$ cat src/hw/cam_pkg.sv
package cam_pkg;

    ////////////////////////////////////////////////////////////////////////////
    // pixel path types

    typedef logic [7:0]  cam_byte_t;                // one byte off the camera bus
    typedef logic [15:0] rgb565_t;                  // [15:11] first field, [10:5] green, [4:0] last
    typedef logic [7:0]  chan8_t;                   // widened output channel

    // which half of the rgb565 word the next byte fills
    typedef enum logic
    {
        PHASE_HIGH,                                 // waiting for upper byte
        PHASE_LOW                                   // upper byte held, waiting for lower
    } pack_phase_e;

    ////////////////////////////////////////////////////////////////////////////
    // heartbeat

    typedef logic [5:0] heart_cnt_t;                // wide enough for the wrap count

    // toggle period is HEARTBEAT_TICKS+1 cycles
    localparam heart_cnt_t HEARTBEAT_TICKS = 6'd63;

endpackage
$ cat src/hw/camera_stream_top.sv
module camera_stream_top
    import cam_pkg::*;
(
    input  logic      core_clk,
    input  logic      rst_n_i,
    input  cam_byte_t cam_data_i,                   // camera byte bus
    input  logic      cam_href_i,                   // line valid
    input  logic      cam_vsync_i,                  // frame sync
    input  logic      key_reverse_i,                // colour-reverse button
    output logic      vs_o,                         // vsync delayed 2 cycles
    output logic      de_o,                         // pixel enable
    output chan8_t    r_o,
    output chan8_t    g_o,
    output chan8_t    b_o,
    output logic      heartbeat_led_o
);

    logic    pix_valid;                             // packer pixel strobe
    rgb565_t pix_data;                              // packed pixel
    logic    pix_vsync;                             // packer vsync
    logic    reverse_en;                            // colour inversion mode

    ////////////////////////////////////////////////////////////////////////////
    // capture path

    byte_pair_packer u_packer
    (
        .core_clk    (core_clk),
        .rst_n_i     (rst_n_i),
        .cam_data_i  (cam_data_i),
        .cam_href_i  (cam_href_i),
        .cam_vsync_i (cam_vsync_i),
        .pix_valid_o (pix_valid),
        .pix_data_o  (pix_data),
        .pix_vsync_o (pix_vsync)
    );

    pixel_formatter u_formatter
    (
        .core_clk     (core_clk),
        .rst_n_i      (rst_n_i),
        .pix_valid_i  (pix_valid),
        .pix_data_i   (pix_data),
        .pix_vsync_i  (pix_vsync),
        .reverse_en_i (reverse_en),
        .de_o         (de_o),
        .vs_o         (vs_o),
        .r_o          (r_o),
        .g_o          (g_o),
        .b_o          (b_o)
    );

    ////////////////////////////////////////////////////////////////////////////
    // key and status

    key_toggle u_key_reverse
    (
        .core_clk     (core_clk),
        .rst_n_i      (rst_n_i),
        .key_i        (key_reverse_i),
        .reverse_en_o (reverse_en)
    );

    heartbeat_blink u_heartbeat
    (
        .core_clk        (core_clk),
        .rst_n_i         (rst_n_i),
        .heartbeat_led_o (heartbeat_led_o)
    );

endmodule

$ cat src/hw/heartbeat_blink.sv
module heartbeat_blink
    import cam_pkg::*;
(
    input  logic core_clk,
    input  logic rst_n_i,
    output logic heartbeat_led_o                    // blinking alive indicator
);

    heart_cnt_t cnt_q;                              // cycle counter
    logic       wrap;                               // counter at its top

    assign wrap = (cnt_q == HEARTBEAT_TICKS);

    always_ff @(posedge core_clk or negedge rst_n_i)
    begin
        if (!rst_n_i)
            cnt_q <= '0;
        else if (wrap)
            cnt_q <= '0;                            // restart period
        else
            cnt_q <= cnt_q + 1'b1;
    end

    // led lit while in reset, then toggles once per period
    always_ff @(posedge core_clk or negedge rst_n_i)
    begin
        if (!rst_n_i)
            heartbeat_led_o <= 1'b1;
        else if (wrap)
            heartbeat_led_o <= ~heartbeat_led_o;
    end

endmodule

$ cat src/hw/key_toggle.sv
module key_toggle
(
    input  logic core_clk,
    input  logic rst_n_i,
    input  logic key_i,                             // raw asynchronous push-button
    output logic reverse_en_o                       // colour-reverse mode
);

    logic key_meta_q;                               // first sync flop
    logic key_sync_q;                               // second sync flop
    logic key_last_q;                               // previous synced level
    logic press_q;                                  // registered rising edge
    logic step_q;                                   // one-bit step counter

    ////////////////////////////////////////////////////////////////////////////
    // synchroniser and edge detect

    always_ff @(posedge core_clk or negedge rst_n_i)
    begin
        if (!rst_n_i)
        begin
            key_meta_q <= 1'b0;
            key_sync_q <= 1'b0;
            key_last_q <= 1'b0;
            press_q    <= 1'b0;
        end
        else
        begin
            key_meta_q <= key_i;
            key_sync_q <= key_meta_q;
            key_last_q <= key_sync_q;
            press_q    <= key_sync_q & ~key_last_q; // low-to-high only
        end
    end

    ////////////////////////////////////////////////////////////////////////////
    // step counter wrapping after its max of 1

    always_ff @(posedge core_clk or negedge rst_n_i)
    begin
        if (!rst_n_i)
            step_q <= 1'b0;
        else if (press_q)
            step_q <= step_q + 1'b1;                // each press flips the mode
    end

    assign reverse_en_o = step_q;

endmodule

$ cat src/hw/pixel_formatter.sv
module pixel_formatter
    import cam_pkg::*;
(
    input  logic    core_clk,
    input  logic    rst_n_i,
    input  logic    pix_valid_i,                    // pixel strobe from packer
    input  rgb565_t pix_data_i,                     // packed pixel
    input  logic    pix_vsync_i,                    // delayed vsync
    input  logic    reverse_en_i,                   // colour inversion on
    output logic    de_o,                           // output data enable
    output logic    vs_o,                           // output vsync
    output chan8_t  r_o,
    output chan8_t  g_o,
    output chan8_t  b_o
);

    rgb565_t swapped;                               // red and blue exchanged
    rgb565_t shaded;                                // after optional inversion

    // camera sends blue in the top field, display wants red there
    assign swapped = {pix_data_i[4:0], pix_data_i[10:5], pix_data_i[15:11]};
    assign shaded  = reverse_en_i ? ~swapped : swapped;

    ////////////////////////////////////////////////////////////////////////////
    // output register stage

    always_ff @(posedge core_clk or negedge rst_n_i)
    begin
        if (!rst_n_i)
        begin
            de_o <= 1'b0;
            vs_o <= 1'b0;
        end
        else
        begin
            de_o <= pix_valid_i;                    // one cycle behind the packer
            vs_o <= pix_vsync_i;
        end
    end

    always_ff @(posedge core_clk)
    begin
        if (pix_valid_i)
        begin
            r_o <= {shaded[15:11], 3'b000};         // zero filled from 5 to 8 bits
            g_o <= {shaded[10:5], 2'b00};           // 6 -> 8 bits
            b_o <= {shaded[4:0], 3'b000};
        end
    end

endmodule

$ cat src/hw/byte_pair_packer.sv
module byte_pair_packer
    import cam_pkg::*;
(
    input  logic      core_clk,
    input  logic      rst_n_i,
    input  cam_byte_t cam_data_i,                   // camera byte
    input  logic      cam_href_i,                   // byte qualifier
    input  logic      cam_vsync_i,                  // frame sync
    output logic      pix_valid_o,                  // one-cycle strobe per pixel
    output rgb565_t   pix_data_o,                   // joined pixel
    output logic      pix_vsync_o                   // vsync one cycle late
);

    pack_phase_e phase_q;                           // packer FSM
    cam_byte_t   hi_byte_q;                         // first byte of the pair

    logic take_byte;                                // byte accepted this edge

    assign take_byte = cam_href_i & ~cam_vsync_i;

    ////////////////////////////////////////////////////////////////////////////
    // phase and valid strobe

    always_ff @(posedge core_clk or negedge rst_n_i)
    begin
        if (!rst_n_i)
        begin
            phase_q     <= PHASE_HIGH;
            pix_valid_o <= 1'b0;
            pix_vsync_o <= 1'b0;
        end
        else
        begin
            pix_valid_o <= 1'b0;                    // strobe by default low
            pix_vsync_o <= cam_vsync_i;             // keeps framing aligned with pixels
            if (!take_byte)
                phase_q <= PHASE_HIGH;              // drop any half pair
            else if (phase_q == PHASE_HIGH)
                phase_q <= PHASE_LOW;
            else
            begin
                phase_q     <= PHASE_HIGH;
                pix_valid_o <= 1'b1;                // pair complete
            end
        end
    end

    // payload qualified by phase and pix_valid_o
    always_ff @(posedge core_clk)
    begin
        if (take_byte && phase_q == PHASE_HIGH)
            hi_byte_q <= cam_data_i;                // upper half
        if (take_byte && phase_q == PHASE_LOW)
            pix_data_o <= {hi_byte_q, cam_data_i};  // first byte on top
    end

endmodule

$ cat config.mk
export PLATFORM = sky130hd
export DESIGN_NAME = camera_stream_top
export DESIGN_NICKNAME = d
export VERILOG_FILES = /design/src/hw/cam_pkg.sv /design/src/hw/camera_stream_top.sv /design/src/hw/heartbeat_blink.sv /design/src/hw/key_toggle.sv /design/src/hw/pixel_formatter.sv /design/src/hw/byte_pair_packer.sv
export SDC_FILE = /design/constraint.sdc
export NUM_CORES = 1
export LEC_CHECK = 0
export CAP_MARGIN = 20
export CORE_MARGIN = 1
export CORE_UTILIZATION = 55
export DETAILED_ROUTE_END_ITERATION = 6
export DONT_BUFFER_PORTS = 1
export PLACE_DENSITY = 0.7
export SLEW_MARGIN = 20
export SYNTH_ARGS = -nofsm -noshare
export SYNTH_HDL_FRONTEND = slang
export SYNTH_SLANG_ARGS = --single-unit
$ cat constraint.sdc
create_clock -name core_clk -period 1.7 [get_ports core_clk]
set_input_delay 0.085 -clock core_clk [delete_from_list [all_inputs] [get_ports core_clk]]
set_output_delay 0.085 -clock core_clk [all_outputs]
set_load 0.05 [all_outputs]
Word level (Yosys, flattened, before mapping)
Cells that the tools add are included.
{"block": "word_totals", "ff_bits": 57, "input_bits": 13, "output_inout_bits": 27, "word_cells": 35}
{"block": "op_classes", "n_addsub": 2, "n_eq_ne": 1, "n_mux": 6, "n_bitwise": 7, "n_reduce_logical": 2}
{"cell": "$mux W16", "n": 1}
{"cell": "$not A16 Y16", "n": 1}
{"cell": "$add A6 B1 Y6 const B", "n": 1}
{"cell": "$eq A6 B6 Y1 const B", "n": 1}
{"cell": "$mux W6", "n": 1}
{"cell": "$mux W1", "n": 4}
{"cell": "$not A1 Y1", "n": 4}
{"cell": "$and A1 B1 Y1", "n": 2}
{"cell": "$logic_and A1 B1 Y1", "n": 2}
{"cell": "$add A1 B1 Y1 const B", "n": 1}

Longest topological paths before layout
{"block": "depth", "ltp_word": 3, "depth_mapped": 4, "depth_no_buf": 4}

By module
Synthesis repeated with hierarchy kept, for this count alone.
{"block": "unflattened", "hier_cells": 105, "area_unflattened_um2": 2016.9}
{"mod": "byte_pair_packer", "n_inst": 1, "cells_each": 29, "area_per_inst_um2": 817.0, "seq_area_each_um2": 795.8}
{"mod": "pixel_formatter", "n_inst": 1, "cells_each": 45, "area_per_inst_um2": 765.7, "seq_area_each_um2": 530.5}
{"mod": "heartbeat_blink", "n_inst": 1, "cells_each": 24, "area_per_inst_um2": 294.0, "seq_area_each_um2": 176.4}
{"mod": "key_toggle", "n_inst": 1, "cells_each": 7, "area_per_inst_um2": 140.1, "seq_area_each_um2": 125.1}

Least setup slack after synthesis
No wires, ideal clock.
{"block": "synth_path", "path_type": "flip-flop to flip-flop", "start": "register u_packer.phase_q", "end": "register u_packer.hi_byte_q[0] (enable)", "setup_ps": 387, "t_arrival_ps": 1071, "required_ps": 1313, "slack_ps": 242, "stages_incl_launch_ff": 2, "n_path_buf": 0, "synth_period_minus_slack_ps": 1458, "path_cell_list": "dfrtp_1 nor3b_1"}
{"block": "synth_via", "elab_chain_cells": 2}
{"element": "start: declaration", "line": "byte_pair_packer.sv:14", "rtl": "pack_phase_e phase_q;"}
{"element": "start signal: assignment", "line": "byte_pair_packer.sv:28", "rtl": "phase_q <= PHASE_HIGH;"}
{"element": "start signal: assignment", "line": "byte_pair_packer.sv:37", "rtl": "phase_q <= PHASE_HIGH;"}
{"element": "start signal: assignment", "line": "byte_pair_packer.sv:39", "rtl": "phase_q <= PHASE_LOW;"}
{"element": "$not A1 Y1"}
{"element": "$logic_and A1 B1 Y1", "line": "byte_pair_packer.sv:51", "rtl": "if (take_byte && phase_q == PHASE_HIGH)"}
{"element": "end signal: assignment", "line": "byte_pair_packer.sv:52", "rtl": "hi_byte_q <= cam_data_i;"}
{"element": "end: declaration", "line": "byte_pair_packer.sv:15", "rtl": "cam_byte_t hi_byte_q;"}
Every way passes these cells.
A chain may end at the register's enable or synchronous reset.

Worst setup path in the final report
{"block": "layout_path", "start": "register u_key_reverse.step_q (netlist: u_key_reverse.reverse_en_o)", "end": "register u_formatter.b_o[7], data pin"}
{"block": "layout_via", "elab_chain_cells": 1}
{"element": "start: declaration", "line": "key_toggle.sv:13", "rtl": "logic step_q;"}
{"element": "start signal: assignment", "line": "key_toggle.sv:44", "rtl": "step_q <= step_q + 1'b1;"}
{"element": "$mux W16", "line": "pixel_formatter.sv:22", "rtl": "assign shaded = reverse_en_i ? ~swapped : swapped;"}
{"element": "named net u_formatter.shaded[4]", "line": "pixel_formatter.sv:18", "rtl": "rgb565_t shaded;"}
{"element": "end signal: assignment", "line": "pixel_formatter.sv:47", "rtl": "b_o <= {shaded[4:0], 3'b000};"}
{"element": "end: declaration", "line": "pixel_formatter.sv:14", "rtl": "output chan8_t b_o"}
The timed path passes the listed nets, and every way through them passes these cells.

==> results by stage <==
Min path:
- In this run the worst hold path is classified as in -> reg.

Clock network:
- The clock transition at the registers of the reported paths is approximately 0.080 ns.
- In this run the deepest clock path goes through 2 buffers.
- At the later pin of the worst-skew pair, clock insertion delay measures approximately 0.37 ns.
- In this run the clock root is driven by a clkbuf_4.
- The buffer count from post-CTS setup fixing is 0.
- The clock drives 57 sinks.
- CTS built an H-tree with a depth of 3.
- The total CTS buffers is 9.
- The clock tree from TritonCTS is built.

Final layout:
- The number of inserted filler cells in the final layout is about 250.
- The area overhead of the layout relative to synthesis is 13.7%.
- The share of post-route cells with drive strength above 1 is 0.131.
- The layout net count is 140.
- Measured on the finished design, the core utilization comes to 0.666.
- The antenna diode count is 0.

STA:
- For the pin with the worst max-slew slack, the measured transition is ~0.80 ns.
- The smallest clock period supported by the final layout is computed as ~1.3 ns.
- Setup violations remaining at the end of the flow were counted as 0.
- For the final routed database, the setup TNS stands at 0 ns.
- Of the available clock period, the critical path in the final layout requires 0.765.
- The number of max-slew violations in the final report came to 0.
- The worst pin sits at a relative slew slack of 0.466.
- Clock skew on the completed layout was measured at 0.0125 ns.
- Setup repair after global routing left no endpoint under its margin.
- The maximum clock frequency is 0.769 GHz.
- The final hold violation count came to 0.

Die:
- For this design the top-level I/O count stands at 40.
- The vertical die dimension is 62.3 µm.
- The die covers roughly 3900 µm².
- The area of the core is approximately 3400 µm².
- After floorplanning, the core was divided into 21 placement rows.
- The die is 62.3 µm wide.
- The initial core utilization is 0.585.

Routing:
- Dividing the detail-routed wire length by the instance count gives about 14 µm.
- The total number of vias is 838.
- The wire length after detailed routing is between 2 and 3 mm.
- The count of nets left with antenna violations once routing finished came out at 0.
- After detailed routing, the number of vias per cell comes to 4.76.
- The number of remaining DRC errors is 0.
- The total iterations of the first detailed-routing run is 4.
- The violation count after the first detailed-routing iteration is 23.

Synthesis:
- The post-synthesis average cell area is ~19 µm².
- The area share of the largest cell type after synthesis is 0.601.
- The post-synthesis cell type count is 20.
- The combined area of all synthesized cells is about 2000 µm².
- The cell taking the most area after synthesis is edfxtp_1.
- The total of flip-flops plus latches after synthesis is 57.
- The total number of yosys warnings is 0.
- Ranked by total cell area, the synthesized netlist is headed by edfxtp_1 (60%), dfrtp_1 (20%), xor2_1 (8.8%), buf_4 (3.4%), dfstp_2 (1.3%).
- Synthesis produced 105 cells.
- Of the synthesized area, sequential elements account for 0.814.

Setup path:
- The slack of the worst reg-to-reg path is ~0.4 ns.
- Walking the worst path, the cells encountered are xor2_1.
- STA classifies the critical path startpoint as a flop.
- The setup path with the least slack is of type reg -> reg.
- The arrival time at the worst endpoint is around 1.4 ns.
- STA classifies the critical path endpoint as a flop.
- Together, buffers and inverters on the worst path number 0.
- The biggest cell delay along the critical path is between 0.8 and 0.9 ns.
- In this run the worst path has a maximum fanout of 17.
- The cell class contributing the biggest share of worst-path delay is flip-flops.
- For the worst setup path, the data required time is between 1.5 and 2 ns.
- Among all stages on the critical path, the largest delay is contributed by dfrtp_1.

GRT:
- Entering global routing, the biggest net connects 18 pins.
- The total grt overflow is 0.
- The first global-routing pass estimated about 4.2 mm of wire.
- For this run, the total global-route usage over all layers was measured as 0.155.
- The number of antenna violations at the first check in global routing came to 0.
- The number of global-route vias before repair came to 910.

Place:
- The routability congestion estimate is just under 0.7.
- The count of input and output buffers is 0.
- The placed wire-length estimate after detailed placement is about 1.5 mm.

Power:
- The power density relative to cell area is 1320 nW/µm².
- The maximum resistive drop on vdd is between 0.0007 and 0.0008 V.
- In this run the static leakage power is 0.856 nW.
- The post-route total power is between 3 and 4 mW.

Run:
- The count of maximum capacitance violations is 0.

Run status:
- The flow ran to the end, and the final reports show no timing, DRC or antenna violations.
==> layout make-up <==
| cell class | count | area [µm²] | share of cell area |
|---|---|---|---|
| Sequential cell | 57 | 1630 | 0.716 |
| Multi-Input combinational cell | 45 | 319 | 0.140 |
| Timing Repair Buffer | 13 | 125 | 0.0550 |
| Clock buffer | 11 | 75.1 | 0.0330 |
| Clock inverter | 4 | 68.8 | 0.0303 |
| Tap cell | 46 | 57.6 | 0.0253 |
==> sequential cells by signal, indices dropped and copies added, names as in the netlist <==
name / cells
u_packer.hi_byte_q: 8
u_formatter.de_o: 1
u_formatter.b_o: 5
u_key_reverse.press_q: 1
u_formatter.vs_o: 1
u_formatter.r_o: 5
u_formatter.g_o: 6
u_key_reverse.key_sync_q: 1
u_packer.pix_data_o: 16
u_packer.pix_valid_o: 1
u_key_reverse.key_meta_q: 1
u_packer.phase_q: 1
u_heartbeat.cnt_q: 6
u_key_reverse.key_last_q: 1
u_key_reverse.reverse_en_o: 1
u_heartbeat.heartbeat_led_o: 1
u_packer.pix_vsync_o: 1
==> cell usage in the layout, fill, tap and decap left out <==
master | synthesis | final
bufinv_16 | 0 | 2
a21oi_1 | 1 | 1
o21ai_0 | 1 | 1
edfxtp_1 | 40 | 40
nand3_2 | 1 | 1
clkbuf_1 | 0 | 2
buf_4 | 9 | 2
nor2b_1 | 2 | 2
clkinv_1 | 0 | 1
dlygate4sd3_1 | 0 | 11
clkinv_2 | 0 | 1
xor2_1 | 20 | 20
dfrtp_1 | 16 | 16
and3b_1 | 1 | 1
nor3b_1 | 1 | 1
ha_1 | 1 | 1
nor2_1 | 2 | 2
xnor2_1 | 1 | 1
conb_1 | 1 | 8
o31ai_1 | 1 | 1
nor2_4 | 1 | 1
nand3_1 | 2 | 2
dfstp_2 | 1 | 1
clkbuf_4 | 0 | 9
nand2_1 | 2 | 2
==> stage by stage <==
stage               hold WS (ns)  instance area, µm²  std cells  worst slack [ns]
global route              0.0300                2270        176             0.264
detailed placement        -0.210                2020        150             0.356
floorplan                 -0.211                2030        112             0.242
global placement          -0.210                2020        150             0.433
finish                    0.0639                2270        176             0.399
CTS                       0.0392                2270        176             0.357
==> what timing repair did <==
| item | in CTS | in global routing |
|---|---|---|
| endpoints found under the hold margin | 36 | 0 |
| endpoints found under the setup margin | 0 | 0 |
| hold buffers | 11 | 0 |
| resized for setup | 0 | 0 |
==> worst paths after layout <==
path | depth (start not counted) | start | to
setup / recovery | 1 | u_key_reverse.reverse_en_o | u_formatter.b_o[7]
hold reg to reg | 0 | u_key_reverse.key_meta_q | u_key_reverse.key_sync_q
max in group asynchronous | 1 | rst_n_i | u_key_reverse.reverse_en_o
hold / removal | 2 | cam_href_i | u_packer.phase_q
min in group asynchronous | 1 | rst_n_i | u_heartbeat.cnt_q[3]
setup reg to reg | 1 | u_key_reverse.reverse_en_o | u_formatter.b_o[7]
==> kinds of logic (layout without fill, tap and decap cells) <==
kind of cell | after synthesis | count (layout) | synth area share
simple gates | 12 | 12 | 0.0376
flops | 57 | 57 | 0.814
fa+ha+maj | 1 | 1 | 0.00626
xor+xnor | 21 | 21 | 0.0920
compound gates | 3 | 3 | 0.00876
buf+inv | 10 | 28 | 0.0394
other cells | 1 | 8 | 0.00188
==> cell usage after synthesis <==
| library cell | number |
|---|---|
| nor2_4 | 1 |
| xor2_1 | 20 |
| o21ai_0 | 1 |
| nor2b_1 | 2 |
| nand3_1 | 2 |
| a21oi_1 | 1 |
| nand3_2 | 1 |
| xnor2_1 | 1 |
| buf_6 | 1 |
| dfrtp_1 | 16 |
| nand2_1 | 2 |
| nor3b_1 | 1 |
| buf_4 | 9 |
| conb_1 | 1 |
| dfstp_2 | 1 |
| o31ai_1 | 1 |
| nor2_1 | 2 |
| ha_1 | 1 |
| and3b_1 | 1 |
| edfxtp_1 | 40 |
==> power by group <==
part	internal [mW]	switching, mW	total [mW]
registers	1.60	0.165	1.77
logic	0.105	0.112	0.217
clock network	0.585	0.437	1.02
==> routing by layer <==
layer	up-vias	GRT usage	part of all wire
li1	393	-	-
met4	0	0.113	0.024
met3	5	0.0460	0.049
met2	33	0.249	0.53
met5	-	0	0
met1	407	0.177	0.40
No activity file was read; power rests on OpenSTA's default activity.
